### src/source/vec_fifo.sv
`timescale 1ns/100ps

module vec_fifo #(
  parameter type         payload_t = logic,
  parameter int unsigned depth     = 2
) (
  input  logic     clk_i,
  input  logic     arst_n_i,
  input  logic     push_i,
  input  payload_t data_i,
  output logic     full_o,
  input  logic     pop_i,
  output payload_t data_o,
  output logic     empty_o
);

  localparam int unsigned ptr_w = (depth > 1) ? $clog2(depth) : 1;
  localparam int unsigned cnt_w = $clog2(depth + 1);

  payload_t mem_q [depth];

  logic [ptr_w-1:0] wr_ptr_q;
  logic [ptr_w-1:0] rd_ptr_q;
  logic [cnt_w-1:0] count_q;
  logic             do_push;
  logic             do_pop;

  assign full_o  = (count_q == cnt_w'(depth));
  assign empty_o = (count_q == '0);
  assign do_push = push_i && !full_o;
  assign do_pop  = pop_i && !empty_o;
  assign data_o  = mem_q[rd_ptr_q];

  // Pointers wrap at depth, which need not be a power of two
  always_ff @(posedge clk_i or negedge arst_n_i) begin
    if (!arst_n_i) begin
      wr_ptr_q <= '0;
      rd_ptr_q <= '0;
      count_q  <= '0;
    end else begin
      if (do_push) begin
        wr_ptr_q <= (wr_ptr_q == ptr_w'(depth - 1)) ? '0 : wr_ptr_q + 1'b1;
      end
      if (do_pop) begin
        rd_ptr_q <= (rd_ptr_q == ptr_w'(depth - 1)) ? '0 : rd_ptr_q + 1'b1;
      end
      if (do_push && !do_pop) begin
        count_q <= count_q + 1'b1;
      end else if (do_pop && !do_push) begin
        count_q <= count_q - 1'b1;
      end
    end
  end

  always_ff @(posedge clk_i) begin
    if (do_push) begin
      mem_q[wr_ptr_q] <= data_i;
    end
  end

endmodule

### config.mk
export PLATFORM = sky130hd
export DESIGN_NAME = vec_fifo
export DESIGN_NICKNAME = d
export VERILOG_FILES = /design/src/source/vec_fifo.sv
export SDC_FILE = /design/constraint.sdc
export NUM_CORES = 1
export LEC_CHECK = 0
export ABC_AREA = 1
export BUFFER_PORTS_ARGS = -buffer_cell sky130_fd_sc_hd__buf_2
export CAP_MARGIN = 20
export CORE_AREA = 4 4 41 43
export CTS_BUF_LIST = sky130_fd_sc_hd__clkbuf_4 sky130_fd_sc_hd__clkbuf_8 sky130_fd_sc_hd__clkbuf_16
export DETAILED_ROUTE_END_ITERATION = 8
export DIE_AREA = 0 0 45 47
export PLACE_DENSITY = 0.55
export SLEW_MARGIN = 20
export SYNTH_ARGS = -nofsm -noshare
export SYNTH_HDL_FRONTEND = slang
export SYNTH_SLANG_ARGS = --single-unit
### constraint.sdc
create_clock -name clk_i -period 1.3 [get_ports clk_i]
set_input_delay 0.065 -clock clk_i [delete_from_list [all_inputs] [get_ports clk_i]]
set_output_delay 0.065 -clock clk_i [all_outputs]
set_load 0.01 [all_outputs]
==> flow_summary.toml <==
[timing]
clock.fmax_mhz = 812
setup_ws_ps = 68.7
grt_setup_unrepaired = "true"
fin_worst_skew_ps = 2.08
fin_crit_sh = 0.947
worst_hold_slack_ps = 75.4
worstMarginPinSlew_ps = 255
hold_viol_final = 0
setup_viol = 0
slew_headroom = 0.828
finalCriticalPeriod_ps = 1230
drv_slew = 0

[clock_tree]
h-tree-depth = 1
cts_tree = "yes"
cts_root_buf = "clkbuf_4"
clk_path_buf_depth = 2
path_clk_slew_ps = 50
clock_latency_ps = 250
post_cts_buffers = 0
cts.sinks = 6
numCtsBuffers = 3

[placed_design]
gp_congestion = 0.780
post-dp-hpwl_um = 456
io_buffer_count = 7
dp_slack_ps = -74.1
place_inst = 64

[synthesis]
synth.cell_area_um2 = 305
synth-seq-cells = 6
synthesis.nets = 43
post_synth.cell_area_avg_um2 = 8.25
netlist-cell-type-count = 12
yosys_warnings = 0
yosysSeqAreaShare = 0.525
syn_inst = 37

[global_route]
grt_start_max_net_pins = 5
grt_first_pass_wirelength_um = 945
grt_antenna_before_repair = 0
grt_pass1_vias = 243
grt_usage = 0.0735
grt-ovfl-total = 0

[job]
cap_violations = 0

[detailed_routing]
ant_nets = 0
viasPerCell = 4.04
via_count = 283
routed_wl_um = 617
drt_iter0_drc = 3
drtPass1Iterations = 4
wl_per_cell_um = 8.81
drc_errors = 0

[finish]
fillers = 151
drive_above_1_share = 0.400
fin_nets = 62
area_growth_pct = 55.3
antenna_cells = 0
layout.cells.non_filler = 70
final_core_utilization = 0.364

[setup_path]
cp-end-kind = "register"
worstPathRequired_ps = 1440
start_kind = "register"
timing.rr.start = "count_q[0]$_DFFE_PN0P_"
crit_arrival_ps = 1370
critPathLaunch = "count_q[0]$_DFFE_PN0P_"
crit_path_max_fanout = 4
worstRegToRegCells = 6
critPathKind = "reg -> reg"
r2r_end = "count_q[1]$_DFFE_PN0P_"
ff2ff_setup_slack_ps = 70

[pwr]
share_seq_of_total_power = 0.319
power_frac_clock = 0.197
p_leak_nw = 0.249
power.total_mw = 1.10
switching_share = 0.376
p_sw_mw = 0.413
power_density_nw_per_um2 = 2310
p_comb_frac = 0.484
irDropWorstVdd_v = 0.000910
power.internal_mw = 0.685

[floorplan]
io_pins = 8
core_area_um2 = 1300
die_h_um = 47
rows = 13
initial_core_util = 0.235
dieArea_um2 = 2120
dieWidth_um = 45

[hold_path]
hp-class = "in -> reg"
hold_depth = 3
worstHoldEndpoint = "rd_ptr_q$_DFFE_PN0P_"
min_from = "pop_i"

[status]
status = "complete, no violations"
==> per-layer routing <==
metal	track usage	vias up	share of wire	wire length (um)
met2	0.0847	12	0.41	251
met1	0.0822	116	0.43	268
met4	0.105	0	0.055	34
met3	0.0345	4	0.10	63
met5	0	-	0	0
li1	-	151	-	-
==> cell usage in the layout, fill, tap and decap left out, drive strengths merged <==
cell	Yosys	layout
dlygate4sd3	0	2
buf	0	12
nand3	1	1
clkbuf	0	4
ha	1	1
nand2	12	12
nand3b	1	1
inv	8	8
edfxtp	2	2
nand4	1	1
o21ai	2	2
dfrtp	4	4
nor2	4	4
xnor2	1	1
==> critical path: stages, from the launching register on <==
cell     delay [ps]
dfrtp_2         440
o21ai_2         210
ha_4            240
inv_1            60
nand3_1          80
nand2_1          60
nand2_1          40
==> sequential cells by signal, indices dropped and copies added (netlist names) <==
register  cells
wr_ptr_q      1
rd_ptr_q      1
mem_q         2
count_q       2
==> logic make-up after synthesis <==
kind of cell               synth area share
adders and majority gates            0.0410
AOI/OAI and AO/OA                    0.0328
xor gates and xnor gates             0.0287
and+or+nand+nor                       0.275
buffers and inverters                0.0984
DFF                                   0.525
==> Yosys cell counts <==
cell type / instances / area, um^2
dfrtp_1: 4 / 100
nand2_1: 12 / 45.0
o21ai_0: 2 / 10.0
inv_1: 8 / 30.0
ha_1: 1 / 12.5
nand3b_1: 1 / 7.51
nand4_1: 1 / 6.26
edfxtp_1: 2 / 60.1
nor2_1: 2 / 7.51
nor2_2: 2 / 12.5
nand3_1: 1 / 5.00
xnor2_1: 1 / 8.76
==> metrics by stage <==
step                      cell area [um^2]  TNS [ps]
final                                  474         0
after global routing                   474     -56.6
after CTS                              452         0
after detailed placement               402     -74.1
after global placement                 402     -77.5
after floorplan                        310         0
==> worst max-delay path by stage <==
stage / endpoint / cells past startpoint
finish: count_q[1]$_DFFE_PN0P_ / 6
global route: count_q[1]$_DFFE_PN0P_ / 6
CTS: count_q[1]$_DFFE_PN0P_ / 8
detailed placement: count_q[1]$_DFFE_PN0P_ / 6
global placement: count_q[1]$_DFFE_PN0P_ / 6
floorplan: count_q[1]$_DFFE_PN0P_ / 6
==> power by group through the flow <==
stage | logic (mW) | registers [mW] | clock network [mW]
after global routing | 0.623 | 0.359 | 0.228
after floorplan | 0.288 | 0.341 | 0
after global placement | 0.490 | 0.338 | 0
final | 0.531 | 0.350 | 0.216
after CTS | 0.500 | 0.339 | 0.225
after detailed placement | 0.491 | 0.341 | 0
==> layout make-up <==
class / count / area, um^2 / share of cell area
well taps: 15 / 18.8 / 0.0396
multi-input cells: 23 / 141 / 0.298
clock buffers: 4 / 30.0 / 0.0633
repair buffers: 14 / 92.6 / 0.195
flip-flops and latches: 6 / 161 / 0.340
inverters: 8 / 30.0 / 0.0633
==> timing repair <==
item / CTS / global route
hold buffers: 2 / 0
resized for setup: 1 / 5
hold endpoints to repair: 6 / 0
pin swaps: 0 / 0
setup endpoints to repair: 1 / 1
Power figures use the tool's default switching activity.
