===== config.mk =====
export PLATFORM = sky130hd
export DESIGN_NAME = vec_sequencer
export DESIGN_NICKNAME = d
export VERILOG_FILES = /design/src/source/vec_pkg.sv /design/src/source/vec_sequencer.sv
export VERILOG_INCLUDE_DIRS = /design/src /design/src/include
export SDC_FILE = /design/constraint.sdc
export NUM_CORES = 1
export LEC_CHECK = 0
export BUFFER_PORTS_ARGS = -buffer_cell sky130_fd_sc_hd__buf_4
export CAP_MARGIN = 10
export CORE_AREA = 2 2 107 109
export CTS_CLUSTER_DIAMETER = 150
export CTS_CLUSTER_SIZE = 16
export DETAILED_ROUTE_END_ITERATION = 10
export DIE_AREA = 0 0 109 111
export GPL_TIMING_DRIVEN = 0
export PLACE_DENSITY = 0.75
export SLEW_MARGIN = 20
export SYNTH_ARGS = -nofsm -noshare
export SYNTH_HDL_FRONTEND = slang
export SYNTH_SLANG_ARGS = --single-unit

===== constraint.sdc =====
create_clock -name clk_i -period 3.2 [get_ports clk_i]
set_input_delay 0.48 -clock clk_i [delete_from_list [all_inputs] [get_ports clk_i]]
set_output_delay 0.48 -clock clk_i [all_outputs]
set_load 0.01 [all_outputs]

===== src/include/vec_unit_cfg.svh =====
`ifndef VEC_UNIT_CFG_SVH
`define VEC_UNIT_CFG_SVH

////////////////////////////////////////
// Datapath geometry
////////////////////////////////////////

// Number of lanes, must stay a power of two
`define VEC_NR_LANES 4

// Elements per vector register
`define VEC_VLMAX 32

// Element and scalar width in bits
`define VEC_ELEM_W 32

// Architectural vector registers
`define VEC_NR_VREGS 8

////////////////////////////////////////
// Queue depths
////////////////////////////////////////

`define VEC_INSN_DEPTH 4
`define VEC_RES_DEPTH 2

`endif


===== src/source/vec_pkg.sv =====
`include "vec_unit_cfg.svh"

package vec_pkg;

  ////////////////////////////////////////
  // Scalar and index types
  ////////////////////////////////////////

  // One element, also used for scalar operands and results
  typedef logic [`VEC_ELEM_W-1:0] elem_t;

  // Vector length, needs to hold VLMAX itself
  typedef logic [$clog2(`VEC_VLMAX+1)-1:0] vlen_t;

  // Vector register number
  typedef logic [$clog2(`VEC_NR_VREGS)-1:0] vreg_idx_t;

  ////////////////////////////////////////
  // Opcodes
  ////////////////////////////////////////

  typedef enum logic [3:0] {
    VSETVL  = 4'd0,
    VID     = 4'd1,
    VMV_VX  = 4'd2,
    VADD_VV = 4'd3,
    VSUB_VV = 4'd4,
    VAND_VV = 4'd5,
    VXOR_VV = 4'd6,
    VADD_VX = 4'd7,
    VEXT_XV = 4'd8
  } vec_op_e;

  ////////////////////////////////////////
  // Instruction and lane request
  ////////////////////////////////////////

  // As received on the instruction port
  typedef struct packed {
    vec_op_e   op;
    vreg_idx_t vd;
    vreg_idx_t vs1;
    vreg_idx_t vs2;
    elem_t     scalar;
  } vec_instr_t;

  // Same fields, plus the vl in force for this operation
  typedef struct packed {
    vec_op_e   op;
    vreg_idx_t vd;
    vreg_idx_t vs1;
    vreg_idx_t vs2;
    elem_t     scalar;
    vlen_t     vl;
  } vec_pe_req_t;

endpackage


===== src/source/vec_sequencer.sv =====
`timescale 1ns/100ps

`include "vec_unit_cfg.svh"

module vec_sequencer (
  input  logic                                       clk_i,
  input  logic                                       arst_n_i,
  // From the dispatcher
  input  vec_pkg::vec_pe_req_t                       req_i,
  input  logic                                       req_valid_i,
  output logic                                       req_ready_o,
  // Lane broadcast and completion
  output vec_pkg::vec_pe_req_t                       pe_req_o,
  output logic                                       pe_req_valid_o,
  input  logic                   [`VEC_NR_LANES-1:0] done_i,
  input  vec_pkg::elem_t         [`VEC_NR_LANES-1:0] ext_i,
  input  logic                   [`VEC_NR_LANES-1:0] ext_valid_i,
  // Result queue
  output logic                                       push_o,
  output vec_pkg::elem_t                             res_data_o,
  input  logic                                       full_i,
  output logic                                       idle_o
);

  typedef enum logic {st_idle, st_busy} state_e;

  state_e                   state_q;
  vec_pkg::vec_pe_req_t     pe_req_q;
  logic                     pe_req_valid_q;
  logic [`VEC_NR_LANES-1:0] done_q;
  vec_pkg::elem_t           ext_q;
  vec_pkg::elem_t           ext_sel;
  vec_pkg::elem_t           res_q;
  logic                     push_q;
  logic                     res_op;
  logic                     take;
  logic                     all_done;
  logic                     ext_hit;

  // Result producers wait for room, counting the push still in flight
  assign res_op      = (req_i.op == vec_pkg::VSETVL) || (req_i.op == vec_pkg::VEXT_XV);
  assign req_ready_o = (state_q == st_idle) && (!res_op || (!full_i && !push_q));
  assign take        = req_valid_i && req_ready_o;
  assign all_done    = &(done_q | done_i);

  // At most one lane owns the index
  always_comb begin
    ext_sel = '0;
    for (int l = 0; l < `VEC_NR_LANES; l++) begin
      ext_sel = ext_sel | (ext_valid_i[l] ? ext_i[l] : '0);
    end
  end
  assign ext_hit = |ext_valid_i;

  ////////////////////////////////////////
  // Issue FSM
  ////////////////////////////////////////

  always_ff @(posedge clk_i or negedge arst_n_i) begin
    if (!arst_n_i) begin
      state_q        <= st_idle;
      pe_req_valid_q <= 1'b0;
      push_q         <= 1'b0;
      done_q         <= '0;
    end else begin
      pe_req_valid_q <= 1'b0;
      push_q         <= 1'b0;
      case (state_q)
        st_idle: begin
          if (take && req_i.op == vec_pkg::VSETVL) begin
            push_q <= 1'b1;
          end else if (take) begin
            state_q        <= st_busy;
            pe_req_valid_q <= 1'b1;
            done_q         <= '0;
          end
        end
        default: begin
          done_q <= done_q | done_i;
          if (all_done) begin
            state_q <= st_idle;
            push_q  <= (pe_req_q.op == vec_pkg::VEXT_XV);
          end
        end
      endcase
    end
  end

  always_ff @(posedge clk_i) begin
    if (take) begin
      pe_req_q <= req_i;
    end
    // Index beyond VLMAX has no owner and reads back as zero
    if (take) begin
      ext_q <= '0;
    end else if (ext_hit) begin
      ext_q <= ext_sel;
    end
    if (take && req_i.op == vec_pkg::VSETVL) begin
      res_q <= vec_pkg::elem_t'(req_i.vl);
    end else if (state_q == st_busy && all_done) begin
      res_q <= ext_hit ? ext_sel : ext_q;
    end
  end

  assign pe_req_o       = pe_req_q;
  assign pe_req_valid_o = pe_req_valid_q;
  assign push_o         = push_q;
  assign res_data_o     = res_q;
  assign idle_o         = (state_q == st_idle) && !push_q;

endmodule


==> summary.txt, run 1 <==
Routing
  – Post-DR wirelength/cell: around 18 µm
  – DRC Markers: 0
  – Post-route antenna net violation count: 0
  – Final WL: 15.3 mm
  – Initial DRC Count: 254
  – Via Count: 4411
  – Vias/cell: 5.30
  – Pre-antenna DRT Iters: 6
  – DR top layer: met4
  – Routed met2 length: 7.79 mm
  – DR WL met3: 1.44 mm
  – Met1 wire length: 5.49 mm

Synth
  – Syn_nets: about 580
  – Seq/Total Area, Yosys: 64.8%
  – Mean Syn Cell Area: 12.3 µm²
  – Ys Warns: 0
  – Yosys top cell by area: edfxtp_1
  – Mapped Cells: 384
  – Post-Synthesis Cell Area: 4700 µm²
  – Post-synth cell types: 33
  – Share of the synthesized area in the top cell type: 36.4%
  – Synth Register Bits: 122
  – Synth top area cells: edfxtp_1, dfxtp_1, a22oi_1, a22o_1, dfrtp_1

Clock network
  – CTS Sinks: about 120
  – Reg clk slew, reported paths: around 0.05 ns
  – Post-CTS Setup Inserts: 0
  – Clock root cell: clkbuf_16
  – Clock latency on the worst-skew pair: about 0.4 ns
  – Max clock buf depth: 2
  – Total CTS buffers: 17
  – TritonCTS clock tree: built
  – # H-tree levels: 4

Worst setup path
  – Critical Path AT: 2.46 ns
  – CP Capture Type: flip-flop
  – Critical path's slowest cell: buf_4
  – Crit path kind: reg2reg
  – CP cell instances: or2_2 -> a21oi_1 -> and2_0 -> buf_4
  – Crit path max fanout: 60
  – CP Data Required Time: 3.23 ns
  – Worst Setup Start Kind: flip-flop
  – R2r setup slk: 0.77 ns
  – CP max stage delay: 0.67 ns

Power
  – Power per Cell Area: a little under 800 nW/µm²
  – Max VDD drop: 0.374 mV
  – Total power: slightly below 6 mW
  – Leakage power: 3.34 nW

Global routing
  – Overall Global Routing Usage: roughly a quarter
  – Largest net degree at the start of global routing: 61
  – First-pass GRT wire length: 23.0 mm
  – GRT Residual Overflow: 0
  – Vias in the first global route: 4472
  – Initial antenna violation count: 0

Timing
  – Final Skew: 0.00637 ns
  – Setup violators final: 0
  – Min Tclk post-route: roughly 2.4 ns
  – Measured slew at the worst slew-check pin: between 0.7 and 0.8 ns
  – Fin crit share: 75.9%
  – TNS Setup: 0 ns
  – Final Hold Fails: 0
  – Slew HR: 51.6%
  – Final Slew Violations: 0
  – Unrepaired setup endpoints after global routing: no
  – Highest clock rate: 412 MHz

Place
  – IO Port Bufs: 273
  – RePlAce Congestion: 0.856
  – Placed cells: 800
  – HPWL Detailed: 11.8 mm

Final layout
  – Fin cells: around 830
  – # fillers: 871
  – FF+latch area: roughly 3000 µm²
  – Share of cells above drive strength 1: 45.8%
  – Net count, final: 868
  – Area Growth Syn to Fin: 59.9%
  – Layout Utilization: 67.9%
  – Area of the multi-input gates: 1470 µm²
  – Diode count: 0

Die
  – Die X: roughly 110 µm
  – Num rows: 39
  – Core footprint: 11100 µm²
  – Die H: around 110 µm
  – Die area: 12100 µm²
  – Initial Utilization: 42.5%
  – Top-Level Pins: roughly 280

Flow run
  – Max_cap viols: 0

Worst hold path
  – Min-delay worst type: in2reg

Status
  – Status: completed
sequential cells by signal, summed over array words and instances, names as in the netlist:
signal and flops:
state_q 1, pe_req_o 51, pe_req_valid_o 1, done_q 4
push_o 1, ext_q 32, res_data_o 32
critical path, delay by kind of cell, from the launching register on:
kind | cells | cell delay (ns)
buffers and inverters | 1 | 0.67
and+or+nand+nor | 2 | 0.73
DFF | 1 | 0.41
AOI/OAI and AO/OA | 1 | 0.22
cells in the final DEF (no fill, tap or decap), types with 7 or more instances in the layout:
cell type and count:
edfxtp_1 57, nor2_1 39, nand2_1 9, buf_4 275, dfrtp_1 7, and2b_1 8, dfxtp_1 58, a22oi_1 64
a31oi_1 26, clkbuf_1 25, o21ai_1 8, clkbuf_16 18, buf_6 8, nor2b_1 18, a22o_1 26
where the power goes:
part           total (mW)  internal [mW]  switching [mW]
registers            2.36           2.14           0.225
clock network        1.83           1.19           0.639
logic                1.59          0.839           0.754
routing by layer:
layer | vias to the layer above | track usage, %
li1 | 2056 | -
met1 | 2049 | 27.2
met2 | 274 | 44.1
met3 | 32 | 7.11
met4 | 0 | 13.2
met5 | - | 0
final cells by class:
type | instances | share of cell area (%)
flip-flops and latches | 122 | 40.5
repair buffers | 274 | 27.4
multi-input cells | 229 | 19.5
clock buffers | 26 | 6.92
plain buffers | 31 | 2.44
well taps | 143 | 2.38
clock inverters | 6 | 0.782
inverters | 2 | 0.0998
cell usage after synthesis (all sizes together):
| cell type | instances |
|---|---|
| inv | 2 |
| and2 | 1 |
| nor4b | 1 |
| or3 | 1 |
| o22ai | 2 |
| a31oi | 26 |
| nor3 | 2 |
| nand2b | 1 |
| nand2 | 9 |
| edfxtp | 57 |
| dfrtp | 7 |
| or2 | 1 |
| nand3 | 6 |
| nor2 | 40 |
| nor3b | 1 |
| buf | 10 |
| a22oi | 64 |
| a21oi | 4 |
| o21ai | 14 |
| or4 | 1 |
| a22o | 26 |
| and2b | 8 |
| nor2b | 18 |
| clkbuf | 21 |
| a21o | 1 |
| nor4 | 1 |
| o21bai | 1 |
| dfxtp | 58 |
worst paths after layout:
check	startpoint	depth (start not counted)	endpoint
max in group asynchronous	arst_n_i	2	done_q[3]
hold / removal	req_i[9]	1	pe_req_o[9]
setup reg to reg	push_o	4	pe_req_o[22]
setup / recovery	push_o	4	pe_req_o[22]
min in group asynchronous	arst_n_i	2	done_q[2]
hold reg to reg	res_data_o[29]	1	res_data_o[29]
cells by family after synthesis:
family                 count (synthesis)  share of synthesized area [%]
AND/OR/NAND/NOR                       91                           10.2
flip-flops                           122                           64.8
buffers and inverters                 33                           4.02
AO/OA/AOI/OAI                        138                           21.0
through the flow:
step           hold slack (ns)  setup WS, ns  area [µm²]
2_1_floorplan            0.184         0.725        4700
3_3_place_gp             0.294         0.295        6930
3_5_place_dp             0.297         0.626        6940
4_1_cts                  0.239         0.774        7520
5_1_grt                  0.237         0.679        7520
6_report                 0.252         0.773        7520
repair_timing:
action	CTS	global route
resized for setup	0	0
setup endpoints to repair	0	0
hold buffers	1	0
endpoints found under the hold margin	7	0
(Power assumes the default switching activity.)
==> inputs of run 2 (changes only) <==
- CORE_AREA: 2 2 107 109 -> unset
- CORE_MARGIN: unset -> 2
- CORE_UTILIZATION: unset -> 43
- DIE_AREA: 0 0 109 111 -> unset
- clock period: 3.2 -> 2.3 ns (I/O delays scaled with it)
==> run 2 against run 1 <==
Critical endpoint is now pe_req_o[40]. Sequential cell count is the same. Wire length is 4.3% higher. Non-clock buffer count grew 27. Largest cell class unchanged. Sequential share of layout area decreased by 1.2 points. Critical path depth unchanged. Final area is 3.1% higher. Final cell count grew 2.9%. Die area decreased by 2.5%. Hold slack worse by 0.23 ns.
==> summary.txt, run 2 (same netlist as run 1, synthesis figures left out) <==
Power
  – Power per Cell Area: ~1000 nW/µm²
  – Max VDD drop: 0.545 mV
  – Leakage power: 3.43 nW
  – Total power: between 7 and 8 mW

Place
  – IO Port Bufs: 273
  – RePlAce Congestion: 0.861
  – HPWL Detailed: 11.7 mm
  – Placed cells: 797

Worst setup path
  – R2R Path Start: push_o
  – Crit path max fanout: 60
  – Worst path top cell family by delay: simple AND/OR/NAND/NOR gates
  – Crit path kind: reg2reg
  – CP max stage delay: between 0.4 and 0.5 ns
  – Buf/Inv on CP: 1
  – Critical path's slowest cell: dfrtp_1
  – CP Data Required Time: between 2 and 2.5 ns
  – Crit path launch: push_o
  – Worst Setup Start Kind: flip-flop
  – Critical Path AT: 2.27 ns
  – CP cell instances: or2_2 -> a21oi_1 -> and2_1 -> buf_8
  – CP Capture Type: flip-flop

Die
  – Top-Level Pins: 278
  – Core footprint: 10700 µm²
  – Die X: 109 µm
  – Die area: roughly 12000 µm²
  – Num rows: 38
  – Initial Utilization: approximately 44%
  – Die H: 109 µm

Timing
  – Measured slew at the worst slew-check pin: 0.587 ns
  – Fin crit share: 92.1%
  – Final Slew Violations: 0
  – Setup violators final: 0
  – Min Tclk post-route: between 2 and 2.5 ns
  – Unrepaired setup endpoints after global routing: no
  – Highest clock rate: 472 MHz
  – Final Hold Fails: 0
  – Slew HR: 60.9%
  – Final Skew: around 0.0082 ns

Clock network
  – # H-tree levels: 4
  – Max clock buf depth: 2
  – Total CTS buffers: 17
  – Clock latency on the worst-skew pair: roughly 0.5 ns
  – CTS Sinks: 122
  – Reg clk slew, reported paths: 0.06 ns
  – TritonCTS clock tree: built
  – Clock root cell: clkbuf_8

Global routing
  – Largest net degree at the start of global routing: slightly above 60
  – First-pass GRT wire length: roughly 24 mm
  – Busiest layer in global routing: met2
  – Initial antenna violation count: 0
  – Met2 usage in global routing: 47.6%
  – Met3 Use GR: 6.93%
  – Overall Global Routing Usage: roughly 27%
  – Vias in the first global route: 4676
  – GRT met1 Usage: 31.5%
  – GRT Residual Overflow: 0

Worst hold path
  – Min-delay worst type: in2reg
  – Hold path start: req_i[24]

Routing
  – Post-DR wirelength/cell: 18.6 µm
  – Final WL: 15.9 mm
  – Initial DRC Count: 225
  – Post-route antenna net violation count: 0
  – Pre-antenna DRT Iters: 4
  – DRC Markers: 0
  – Vias/cell: between 5 and 6
  – Via Count: 4495

Final layout
  – Leading cell type in the layout, fill and taps excluded: buf_4
  – Net count, final: 895
  – Area Growth Syn to Fin: 65.0%
  – Commonest cells after routing, fill and taps aside: buf_4, a22oi_1, dfxtp_1
  – Diode count: 0
  – Fin cells: 857
  – Share of cells above drive strength 1: 44.1%
  – Max reg flops: 51

Status
  – Status: completed

Flow run
  – Max_cap viols: 0
[run 2: worst paths after layout]
kind,endpoint,slack [ns],cells after the start
min reg2reg,res_data_o[28],0.48,1
max reg2reg,pe_req_o[40],0.18,4
max in group asynchronous,pe_req_valid_o,1.97,2
max,pe_req_o[40],0.18,4
min in group asynchronous,done_q[2],0.21,2
min,pe_req_o[24],0.02,1
[run 2: power breakdown]
group	switching (mW)	internal (mW)	total, mW
registers	0.315	2.97	3.29
clock network	0.895	1.46	2.36
logic	1.08	1.21	2.28
[run 2: timing repair]
action                                 in CTS  in global routing
endpoints found under the hold margin      34                  0
setup buffers                               0                  0
hold buffers                               28                  0
gates resized for setup                     2                  2
setup endpoints to repair                  60                 64
[run 2: cell type report]
class | count | area, µm²
flip-flops and latches | 122 | 3050
fillers | 736 | 2980
repair buffers | 301 | 2330
multi-input cells | 229 | 1470
clock buffers | 25 | 495
plain buffers | 31 | 191
well taps | 140 | 175
clock inverters | 7 | 40.0
inverters | 2 | 7.51
[run 2: stage by stage]
step | instance area (µm²) | hold WS, ns | utilization, % | worst slack (ns) | setup TNS [ns]
CTS | 7750 | 0.000167 | 72.2 | 0.0542 | 0
floorplan | 4710 | 0.0494 | - | 0.134 | 0
finish | 7760 | 0.0219 | 72.2 | 0.183 | 0
global placement | 6930 | 0.159 | 64.5 | -0.168 | -8.65
global route | 7760 | 0.0000975 | 72.2 | 0.0618 | 0
detailed placement | 6930 | 0.164 | 64.5 | -0.179 | -9.31
[run 2: metal layers]
metal	vias up	part of all wire, %
li1	2109	-
met1	2111	38
met2	241	51
met3	34	7.6
met4	0	3.0
met5	-	0
[run 2: worst reg2reg max path, delay by kind of cell (launching register included)]
family / cells / cell delay (ns)
AOI/OAI and AO/OA: 1 / 0.20
DFF: 1 / 0.42
and+or+nand+nor: 2 / 0.71
buffers and inverters: 1 / 0.41
