--- config.mk ---
export PLATFORM = sky130hd
export DESIGN_NAME = vec_dispatcher
export DESIGN_NICKNAME = d
export VERILOG_FILES = /design/src/source/vec_pkg.sv /design/src/source/vec_fifo.sv /design/src/source/vec_dispatcher.sv
export VERILOG_INCLUDE_DIRS = /design/src /design/src/include
export SDC_FILE = /design/constraint.sdc
export NUM_CORES = 1
export LEC_CHECK = 0
export ABC_CLOCK_PERIOD_IN_PS = 3200
export BUFFER_PORTS_ARGS = -buffer_cell sky130_fd_sc_hd__buf_2
export CAP_MARGIN = 5
export CORE_MARGIN = 3
export CORE_UTILIZATION = 55
export CTS_CLUSTER_SIZE = 24
export DETAILED_ROUTE_END_ITERATION = 12
export HOLD_SLACK_MARGIN = 0.05
export PLACE_DENSITY = 0.83
export SYNTH_ARGS = -nofsm -noshare
export SYNTH_HDL_FRONTEND = slang
export SYNTH_HIERARCHICAL = 1
export SYNTH_SLANG_ARGS = --single-unit
--- constraint.sdc ---
create_clock -name clk_i -period 3.2 [get_ports clk_i]
set_input_delay 0.16 -clock clk_i [delete_from_list [all_inputs] [get_ports clk_i]]
set_output_delay 0.16 -clock clk_i [all_outputs]
set_load 0.03 [all_outputs]
--- src/include/vec_unit_cfg.svh ---
`ifndef VEC_UNIT_CFG_SVH
`define VEC_UNIT_CFG_SVH

////////////////////////////////////////
// Datapath geometry
////////////////////////////////////////

// Number of lanes, must stay a power of two
`define VEC_NR_LANES 4

// Elements per vector register
`define VEC_VLMAX 32

// Element and scalar width in bits
`define VEC_ELEM_W 32

// Architectural vector registers
`define VEC_NR_VREGS 8

////////////////////////////////////////
// Queue depths
////////////////////////////////////////

`define VEC_INSN_DEPTH 4
`define VEC_RES_DEPTH 2

`endif

--- src/source/vec_pkg.sv ---
`include "vec_unit_cfg.svh"

package vec_pkg;

  ////////////////////////////////////////
  // Scalar and index types
  ////////////////////////////////////////

  // One element, also used for scalar operands and results
  typedef logic [`VEC_ELEM_W-1:0] elem_t;

  // Vector length, needs to hold VLMAX itself
  typedef logic [$clog2(`VEC_VLMAX+1)-1:0] vlen_t;

  // Vector register number
  typedef logic [$clog2(`VEC_NR_VREGS)-1:0] vreg_idx_t;

  ////////////////////////////////////////
  // Opcodes
  ////////////////////////////////////////

  typedef enum logic [3:0] {
    VSETVL  = 4'd0,
    VID     = 4'd1,
    VMV_VX  = 4'd2,
    VADD_VV = 4'd3,
    VSUB_VV = 4'd4,
    VAND_VV = 4'd5,
    VXOR_VV = 4'd6,
    VADD_VX = 4'd7,
    VEXT_XV = 4'd8
  } vec_op_e;

  ////////////////////////////////////////
  // Instruction and lane request
  ////////////////////////////////////////

  // As received on the instruction port
  typedef struct packed {
    vec_op_e   op;
    vreg_idx_t vd;
    vreg_idx_t vs1;
    vreg_idx_t vs2;
    elem_t     scalar;
  } vec_instr_t;

  // Same fields, plus the vl in force for this operation
  typedef struct packed {
    vec_op_e   op;
    vreg_idx_t vd;
    vreg_idx_t vs1;
    vreg_idx_t vs2;
    elem_t     scalar;
    vlen_t     vl;
  } vec_pe_req_t;

endpackage

--- src/source/vec_fifo.sv ---
`timescale 1ns/100ps

module vec_fifo #(
  parameter type         payload_t = logic,
  parameter int unsigned depth     = 2
) (
  input  logic     clk_i,
  input  logic     arst_n_i,
  input  logic     push_i,
  input  payload_t data_i,
  output logic     full_o,
  input  logic     pop_i,
  output payload_t data_o,
  output logic     empty_o
);

  localparam int unsigned ptr_w = (depth > 1) ? $clog2(depth) : 1;
  localparam int unsigned cnt_w = $clog2(depth + 1);

  payload_t mem_q [depth];

  logic [ptr_w-1:0] wr_ptr_q;
  logic [ptr_w-1:0] rd_ptr_q;
  logic [cnt_w-1:0] count_q;
  logic             do_push;
  logic             do_pop;

  assign full_o  = (count_q == cnt_w'(depth));
  assign empty_o = (count_q == '0);
  assign do_push = push_i && !full_o;
  assign do_pop  = pop_i && !empty_o;
  assign data_o  = mem_q[rd_ptr_q];

  // Pointers wrap at depth, which need not be a power of two
  always_ff @(posedge clk_i or negedge arst_n_i) begin
    if (!arst_n_i) begin
      wr_ptr_q <= '0;
      rd_ptr_q <= '0;
      count_q  <= '0;
    end else begin
      if (do_push) begin
        wr_ptr_q <= (wr_ptr_q == ptr_w'(depth - 1)) ? '0 : wr_ptr_q + 1'b1;
      end
      if (do_pop) begin
        rd_ptr_q <= (rd_ptr_q == ptr_w'(depth - 1)) ? '0 : rd_ptr_q + 1'b1;
      end
      if (do_push && !do_pop) begin
        count_q <= count_q + 1'b1;
      end else if (do_pop && !do_push) begin
        count_q <= count_q - 1'b1;
      end
    end
  end

  always_ff @(posedge clk_i) begin
    if (do_push) begin
      mem_q[wr_ptr_q] <= data_i;
    end
  end

endmodule

--- src/source/vec_dispatcher.sv ---
`timescale 1ns/100ps

`include "vec_unit_cfg.svh"

module vec_dispatcher (
  input  logic                clk_i,
  input  logic                arst_n_i,
  // Instruction port
  input  vec_pkg::vec_instr_t instr_i,
  input  logic                instr_valid_i,
  output logic                instr_ready_o,
  // Towards the sequencer
  output vec_pkg::vec_pe_req_t req_o,
  output logic                 req_valid_o,
  input  logic                 req_ready_i,
  output logic                 empty_o
);

  vec_pkg::vec_instr_t head;
  vec_pkg::vlen_t      vl_q;
  vec_pkg::vlen_t      vsetvl_vl;
  logic                insn_full;
  logic                insn_empty;
  logic                is_vsetvl;
  logic                handover;

  ////////////////////////////////////////
  // Instruction queue
  ////////////////////////////////////////

  vec_fifo #(
    .payload_t (vec_pkg::vec_instr_t),
    .depth     (`VEC_INSN_DEPTH)
  ) i_insn_fifo (
    .clk_i    (clk_i),
    .arst_n_i (arst_n_i),
    .push_i   (instr_valid_i),
    .data_i   (instr_i),
    .full_o   (insn_full),
    .pop_i    (handover),
    .data_o   (head),
    .empty_o  (insn_empty)
  );

  assign instr_ready_o = !insn_full;
  assign req_valid_o   = !insn_empty;
  assign handover      = req_valid_o && req_ready_i;
  assign empty_o       = insn_empty;

  ////////////////////////////////////////
  // Decode
  ////////////////////////////////////////

  assign is_vsetvl = (head.op == vec_pkg::VSETVL);

  // New vl is min(scalar, VLMAX)
  assign vsetvl_vl = (head.scalar >= `VEC_VLMAX) ? vec_pkg::vlen_t'(`VEC_VLMAX)
                                                 : vec_pkg::vlen_t'(head.scalar);

  always_comb begin
    req_o.op     = head.op;
    req_o.vd     = head.vd;
    req_o.vs1    = head.vs1;
    req_o.vs2    = head.vs2;
    req_o.scalar = head.scalar;
    // A VSETVL carries its own clamped length so the sequencer can answer it
    req_o.vl     = is_vsetvl ? vsetvl_vl : vl_q;
  end

  ////////////////////////////////////////
  // Vector-length CSR
  ////////////////////////////////////////

  always_ff @(posedge clk_i or negedge arst_n_i) begin
    if (!arst_n_i) begin
      vl_q <= '0;
    end else if (handover && is_vsetvl) begin
      vl_q <= vsetvl_vl;
    end
  end

endmodule

==> run metrics, run 1 <==
FFs w/ async S/R, synth 6.736%; total CTS buffers 17; clock latency on the worst-skew pair 0.42 ns; DRC errors left 0; DP HPWL 9005 um; Fillers 749; maximum fanout along the worst path 12; Critical R2R Capture i_insn_fifo/count_q[2]; Worst-Margin Slew 0.5646 ns; DP Worst Slack 0.1818 ns; RD Place Congestion 0.7810; Tmin final 3.075 ns; io pins 103; top-area cell type share of the netlist area 73.15%; placed standard-cell area 8197 um^2; final period utilization 96.10%; fin worst setup slack 0.1249 ns; Syn Inst Count 331; Die X 121.9 um; Max Fclk 0.3252 GHz; synthesized cell area 7390 um^2; Setup Skew 0.004978 ns; CTS max path bufs 2; multi-input gate area in the final layout 1584 um^2; Die Span Y 121.9 um; outcome complete, no violations; fin. max-slew vios 0; worst reg2reg setup slack 0.44 ns; top_reg_cell synth edfxtp_1; WL per Instance 21.01 um; clk sink count 193; Synth Register Bits 193; FF+latch area 5738 um^2; Core Rows 41; Peak VDD IR 0.0007432 V; Netlist cell types 31; WP data required 3.04 ns; vias in the first global route 4104; final instance area 9350 um^2; number of diodes 0; core area 12880 um^2; Mean Syn Cell Area 22.33 um^2; Setup CP Type flop to output port; R2R Path Start i_insn_fifo/count_q[0]; WP data arrival 2.92 ns; CTS tree yes; DR vias/cell 5.666; 1st-pass router iterations 4; Worst Hold Class primary input to asynchronous set/reset pin; cell mode on critical path buf_4; Synth area leader edfxtp_1; Rel. slew slack 62.28%; CP Launch Type flop; H-Tree Depth 4; R2R depth 10; Area contributors post-synth edfxtp_1, mux4_2, dfrtp_1; total congestion overflow 0; Total Routing Usage GR 20.92%; Hold Slack 0.1658 ns; routed wire length 14390 um; synth warn 6; die area 14860 um^2; crit end category output port; Detail Route Antenna Nets 0; # port buffers 102; CP max stage delay 0.54 ns; Seq/Total Area, Yosys 77.55%; Initial Util 57.39%; CP Cell Sequence buf_4 > mux4_2 > nor4_2 > nand4_1 > buf_4 > o31ai_1 > buf_2; DR vias 3881; share of cells above drive strength 1 40.55%; First DRT Iteration DRCs 357; max-cap viol count 0; Final #Nets 556; Cell Pwr Density 959.9 nW/um^2; antenna violations before repair 0; number of setup violations in the final report 0; Synth Net Count 387; area grow syn2layout 26.53%; Worst-path clk slew 0.06 ns; Final Hold Fails 0; first-pass GRT wire length 22570 um; number of synthesized flops with an enable pin 180; Root Buffer clkbuf_16; Pleak 3.281 nW; largest net degree at the start of global routing 33; slowest CP cell mux4_2
==> synth_stat cells (all sizes together), types with 3 or more instances <==
cell / n
edfxtp: 180
mux4: 45
dfrtp: 13
buf: 11
o31ai: 11
nand2: 10
nor4: 7
ha: 6
inv: 6
nand3: 6
o21ai: 5
and2: 4
clkbuf: 4
mux2: 4
nor3: 3
==> layout make-up <==
class,count,area share [%]
Clock buffer,20,4.670
Clock inverter,12,1.766
Inverter,6,0.2409
Multi-Input combinational cell,117,16.94
Sequential cell,193,61.37
Tap cell,172,2.302
Timing Repair Buffer,165,12.71
==> repair_timing <==
item / 4_1_cts / 5_1_grt
pin swaps: 0 / 1
buffers inserted: 3 / 2
gates resized for setup: 2 / 6
endpoints found under the setup margin: 6 / 6
endpoints found under the hold margin: 193 / 0
gates cloned: 0 / 0
hold buffers: 46 / 0
==> layout by cell type (no fill, tap or decap), types with 2 or more instances in the layout <==
cell type      Yosys  final
nand2b_1           2      2
dfrtp_4            0      2
clkinv_1           0      4
dfrtp_1           13     11
buf_2              6    101
mux4_2            45     45
nor4_1             7      2
o31ai_1           10     10
nor3_1             3      3
o21ai_0            5      5
inv_1              6      6
nand2_1           10     10
xor2_1             2      2
nand3_1            6      5
bufinv_16          0      4
mux2_4             2      2
clkbuf_16          0     17
ha_1               6      6
buf_4              2     11
buf_12             0      7
mux2_2             2      2
edfxtp_1         180    180
dlygate4sd3_1      0     46
nor2_1             2      2
nor4_2             0      5
clkinv_4           0      2
clkbuf_1           4      3
a21o_1             2      2
and2_2             0      4
==> through the flow <==
stage | setup TNS [ns] | instances | total power, W | util, %
2_1_floorplan | 0 | 331 | 0.005813 | -
3_3_place_gp | 0 | 602 | 0.006690 | 63.66
3_5_place_dp | 0 | 602 | 0.006777 | 63.66
4_1_cts | 0 | 683 | 0.009010 | 72.27
5_1_grt | -0.03059 | 685 | 0.009363 | 72.62
6_report | 0 | 685 | 0.008976 | 72.62
==> kinds of logic after synthesis <==
kind of cell | synth area share (%)
AOI/OAI and AO/OA | 1.998
xor gates and xnor gates | 0.3556
adders and majority gates | 1.287
buffers and inverters | 1.575
DFF | 77.55
muxes | 14.43
and+or+nand+nor | 2.811
==> power breakdown <==
part	internal [W]	switching (W)	leakage [nW]
combinational	0.00127	0.00203	1.18
clock	0.00130	0.000835	0.288
sequential	0.00333	0.000216	1.81
==> worst max-delay path by stage <==
stage | start | endpoint | slack (ns)
final | i_insn_fifo/rd_ptr_q[0] | req_o[4] | 0.12
after floorplan | i_insn_fifo/rd_ptr_q[0] | req_o[0] | 0.19
after global placement | i_insn_fifo/rd_ptr_q[1] | req_o[4] | 0.26
after CTS | i_insn_fifo/rd_ptr_q[1] | req_o[4] | 0.008
after global routing | i_insn_fifo/rd_ptr_q[0] | req_o[4] | -0.02
after detailed placement | i_insn_fifo/rd_ptr_q[1] | req_o[4] | 0.18
==> routing by layer <==
metal | up-vias | track usage [%] | part of all wire (%)
li1 | 1719 | - | -
met1 | 1999 | 27.24 | 40
met2 | 135 | 34.15 | 51
met3 | 28 | 5.385 | 6.7
met4 | 0 | 8.613 | 2.3
met5 | - | 0 | 0
==> critical path, delay by kind of cell (launching register included) <==
family / cells / cell delay, ns
mux: 1 / 0.54
buf+inv: 3 / 0.69
compound gates: 1 / 0.25
simple gates: 2 / 0.52
flops: 1 / 0.50
==> registers in the layout, indices dropped and copies added, names as in the netlist <==
name,count
i_insn_fifo/mem_q,180
i_insn_fifo/wr_ptr_q,2
i_insn_fifo/rd_ptr_q,2
i_insn_fifo/count_q,3
vl_q,6
Note: power is estimated with default switching activity, not from simulation.
==> inputs of run 2 (changes only) <==
- CORE_UTILIZATION: 55 -> 44
- PLACE_DENSITY: 0.83 -> 0.7
==> run metrics, run 2 (synthesis results as in run 1) <==
outcome complete, no violations; CP Launch Type flop; overall power 0.009073 W; # port buffers 102; DR vias 3876; number of setup violations in the final report 0; Pleak 3.322 nW; clk sink count 193; Root Buffer clkbuf_16; Max Fclk 0.3213 GHz; WP data required 3.04 ns; CTS max path bufs 2; number of diodes 0; share of cells above drive strength 1 41.92%; top flop regs i_insn_fifo/mem_q: 180 flops, vl_q: 6 flops, i_insn_fifo/count_q: 3 flops; area grow syn2layout 28.31%; largest net degree at the start of global routing 35; Worst-path clk slew 0.07 ns; maximum fanout along the worst path 6; Rel. slew slack 62.19%; commonest non-fill, non-tap cell in the layout edfxtp_1; fin. max-slew vios 0; Worst Hold Class primary input to asynchronous set/reset pin; 1st-pass router iterations 4; DRC errors left 0; max-cap viol count 0; Top reg by flops i_insn_fifo/mem_q; Core Rows 46; Final Hold Fails 0; io pins 103; Total Routing Usage GR 16.48%; Detail Route Antenna Nets 0; Final Non-Filler Cells 736; crit end category output port; WP data arrival 2.95 ns; total CTS buffers 17; Die X 135.6 um; Peak VDD IR 0.0004837 V; commonest cells after routing, fill and taps aside edfxtp_1, buf_2, dlygate4sd3_1; antenna violations before repair 0; CTS tree yes; clock latency on the worst-skew pair 0.43 ns; Initial Util 45.69%; final period utilization 97.26%; total congestion overflow 0; die area 18390 um^2; DP HPWL 9220 um; RD Place Congestion 0.7737; Cell Pwr Density 956.9 nW/um^2; DR vias/cell 5.266; First DRT Iteration DRCs 237; Final #Nets 564; first-pass GRT wire length 22650 um; vias in the first global route 4106; routed wire length 14650 um; Cells after DPL 651; Crit. Startpoint i_insn_fifo/rd_ptr_q[0]; Tmin final 3.112 ns; Setup Skew 0.01074 ns; H-Tree Depth 4; Hold Slack 0.1675 ns; WL per Instance 19.90 um; R2R Path Start i_insn_fifo/rd_ptr_q[0]; Setup CP Type flop to output port; Worst-Margin Slew 0.5672 ns; number of flip-flops in the largest register 180; Die Span Y 135.6 um; core area 16170 um^2
[run 2: critical path, cell delays in order, from the launching register on]
cell and delay [ns]:
dfrtp_4 0.48, buf_6 0.16, mux4_2 0.56, nor4_4 0.34, nand4_1 0.28, buf_6 0.23
o31ai_1 0.26, buf_4 0.21
[run 2: what timing repair did]
item,in CTS,in global routing
gates cloned,0,1
buffers inserted,4,4
hold endpoints to repair,193,0
pin swaps,1,3
hold buffers,46,0
gates resized for setup,9,11
setup endpoints to repair,6,6
[run 2: final cells by class]
cell class | instances | area, um^2
Timing Repair Buffer | 173 | 1239
Fill cell | 1191 | 6691
Tap cell | 216 | 270.3
Clock inverter | 13 | 168.9
Multi-Input combinational cell | 117 | 1614
Clock buffer | 18 | 429.2
Sequential cell | 193 | 5738
Inverter | 6 | 22.52
[run 2: final timing paths]
check	endpoint	slack (ns)	cells past startpoint
hold reg to reg	vl_q[3]	0.52	2
setup reg to reg	vl_q[5]	0.48	7
hold / removal	i_insn_fifo/wr_ptr_q[0]	0.17	2
min in group clk_i	vl_q[5]	0.20	3
setup / recovery	req_o[4]	0.09	7
max in group asynchronous	i_insn_fifo/rd_ptr_q[1]	2.76	2
[run 2: power by group]
group | internal, W | switching [W]
clock | 0.00129 | 0.000841
combinational | 0.00131 | 0.00212
sequential | 0.00333 | 0.000191
[run 2: per-stage QoR]
stage / utilization, % / cell area, um^2 / worst slack [ns] / TNS [ns]
floorplan: - / 7390 / 0.1898 / 0
global placement: 50.94 / 8239 / 0.2181 / 0
detailed placement: 50.94 / 8239 / 0.1265 / 0
CTS: 57.98 / 9376 / 0.03176 / 0
global route: 58.63 / 9482 / -0.04898 / -0.06444
finish: 58.63 / 9482 / 0.08774 / 0
[run 2: metal layers]
metal | wire [um] | vias up | GRT usage, %
met5 | 0 | - | 0
met4 | 211 | 0 | 4.591
met3 | 876 | 16 | 5.312
met2 | 7302 | 107 | 26.63
met1 | 6259 | 2017 | 21.77
li1 | - | 1736 | -
==> inputs of run 3 (changes only) <==
- ABC_AREA: unset -> 1
- PLACE_DENSITY: 0.7 -> 0.69
==> run metrics, run 3 <==
outcome complete, no violations; Buf/Inv on CP 2; top flop regs i_insn_fifo/mem_q: 180 flops, vl_q: 6 flops, i_insn_fifo/count_q: 3 flops; Core Rows 49; core area 18090 um^2; maximum fanout along the worst path 23; synth cell count leaders edfxtp_1, nand2_1, inv_1; slowest CP cell dfrtp_4; CP Cell Sequence clkbuf_16 > o211ai_1 > nand2_1 > nor2_1 > nand2_1 > nor2_1 > nand2_1 > nor2_4 > nand3_1 > nand2_1 > buf_2; Sw Ratio 40.72%; Tmin final 2.870 ns; top-area cell type share of the netlist area 66.28%; max-cap viol count 0; Setup CP Type flop to output port; first-pass GRT wire length 25440 um; antenna violations before repair 0; Max Fclk 0.3485 GHz; CP max stage delay 0.61 ns; multi-input gate area in the final layout 1750 um^2; FF+latch area 5736 um^2; CP top delay family simple AND/OR/NAND/NOR gates; # port buffers 102; die area 20200 um^2; WP data required 3.04 ns; area grow syn2layout 22.35%; final period utilization 89.68%; Seq/Total Area, Yosys 70.27%; Total Routing Usage GR 16.32%; CTS max path bufs 2; Area contributors post-synth edfxtp_1, nand2_1, o211ai_1; 1st-pass router iterations 4; fin worst setup slack 0.3303 ns; clock share of power 22.4%; synth warn 6; number of setup violations in the final report 0; Seq pwr share 36.8%; vias in the first global route 4880; DP HPWL 9969 um; Fillers 1465; routed wire length 16060 um; RSZ-0062 raised after global routing false; number of diodes 0; total CTS buffers 17; RD Place Congestion 0.7538; Syn Inst Count 661; Cell Pwr Density 948.0 nW/um^2; Top reg by flops i_insn_fifo/mem_q; CP Launch Type flop; Setup Skew 0.008398 ns; Synth Register Bits 193; Die Span Y 142.1 um; DR vias/cell 4.791; Rel. slew slack 63.28%; Root Buffer clkbuf_16; H-Tree Depth 4; DRC errors left 0; total congestion overflow 0; DR vias 5069; Post-Route Setup TNS 0 ns; crit end category output port; Pleak 4.109 nW; Worst-Margin Slew 0.5494 ns; Mean Syn Cell Area 12.34 um^2; Initial Util 45.09%; Pint 0.005608 W; cell mode on critical path nand2_1; Synth Net Count 717; WP data arrival 2.71 ns; WL per Instance 15.18 um; clock latency on the worst-skew pair 0.42 ns; top_reg_cell synth edfxtp_1; Worst Hold Class primary input to flop; Final Hold Fails 0; clk sink count 193; Synth area leader edfxtp_1; number of flip-flops in the largest register 180; Die X 142.1 um; Worst-path clk slew 0.07 ns; Comb power frac 40.8%; CTS tree yes; FFs w/ async S/R, synth 6.736%; P_sw 0.003852 W; commonest cells after routing, fill and taps aside nand2_1, edfxtp_1, inv_1; Peak VDD IR 0.0005427 V; synthesized cell area 8155 um^2; Detail Route Antenna Nets 0; io pins 103; Final #Nets 872; Hold Slack 0.1493 ns; fin. max-slew vios 0; First DRT Iteration DRCs 252; number of synthesized flops with an enable pin 180; largest net degree at the start of global routing 47; share of cells above drive strength 1 20.51%; Netlist cell types 21; overall power 0.009460 W; DP Worst Slack 0.4896 ns
run 3: changes by cell type after synthesis, moves of 16 or more:
| cell | change |
|---|---|
| o211ai_1 | +82 |
| nor2_1 | +22 |
| buf_6 | +16 |
| nand2_1 | +170 |
| inv_1 | +102 |
| mux4_2 | -45 |
run 3: per-layer routing:
metal / track usage [%] / part of all wire (%)
met2: 27.40 / 50
met3: 4.167 / 4.6
met5: 0 / 0
met4: 5.253 / 0.64
met1: 20.86 / 44
run 3: tightest hold or removal path: stages:
cell and delay [ns]:
buf_2 0.10, inv_1 0.04, nor2_1 0.08, nand3_1 0.10, nand2_1 0.06
run 3: kinds of logic (layout without fill, tap and decap cells):
| kind of cell | after synthesis | count (layout) | share of synthesized area, % |
|---|---|---|---|
| xor gates and xnor gates | 1 | 1 | 0.1074 |
| AOI/OAI and AO/OA | 93 | 93 | 8.960 |
| and+or+nand+nor | 226 | 226 | 10.80 |
| adders and majority gates | 7 | 7 | 1.166 |
| DFF | 193 | 193 | 70.27 |
| buffers and inverters | 141 | 309 | 8.699 |
run 3: area by class of cell:
class                      count  share of cell area, %
clock buffer                  17                  4.263
multi-input combinational    327                  17.54
clock inverter                15                  1.755
sequential                   193                  57.48
tap                          229                  2.871
inverter                     111                  4.176
timing repair buffer         166                  11.91
run 3: final timing paths:
check | slack [ns] | end | startpoint | cells past startpoint
setup / recovery | 0.33 | req_o[4] | i_insn_fifo/rd_ptr_q[0] | 11
hold / removal | 0.15 | i_insn_fifo/rd_ptr_q[1] | req_ready_i | 5
setup reg to reg | 0.82 | vl_q[4] | i_insn_fifo/rd_ptr_q[0] | 12
hold reg to reg | 0.48 | vl_q[0] | vl_q[0] | 2
max in group asynchronous | 2.74 | i_insn_fifo/rd_ptr_q[0] | arst_n_i | 2
min in group asynchronous | 0.18 | vl_q[0] | arst_n_i | 2
run 3: power groups by stage:
| stage | registers (W) | clock network [W] | logic (W) |
|---|---|---|---|
| 2_1_floorplan | 0.00349 | 0 | 0.00288 |
| 3_3_place_gp | 0.00355 | 0 | 0.00376 |
| 3_5_place_dp | 0.00356 | 0 | 0.00380 |
| 4_1_cts | 0.00351 | 0.00217 | 0.00385 |
| 5_1_grt | 0.00352 | 0.00228 | 0.00423 |
| 6_report | 0.00348 | 0.00212 | 0.00386 |
run 3: stage by stage:
| stage | utilization (%) | cell area (um^2) | cells |
|---|---|---|---|
| global route | 55.17 | 9978 | 1058 |
| CTS | 55.01 | 9948 | 1057 |
| global placement | 49.08 | 8877 | 978 |
| detailed placement | 49.08 | 8877 | 978 |
| finish | 55.17 | 9978 | 1058 |
| floorplan | - | 8155 | 661 |
run 3: timing repair:
item | CTS | global route
setup endpoints to repair | 0 | 6
gates resized for setup | 0 | 1
buffers inserted | 0 | 1
hold buffers | 47 | 0
hold endpoints to repair | 195 | 0
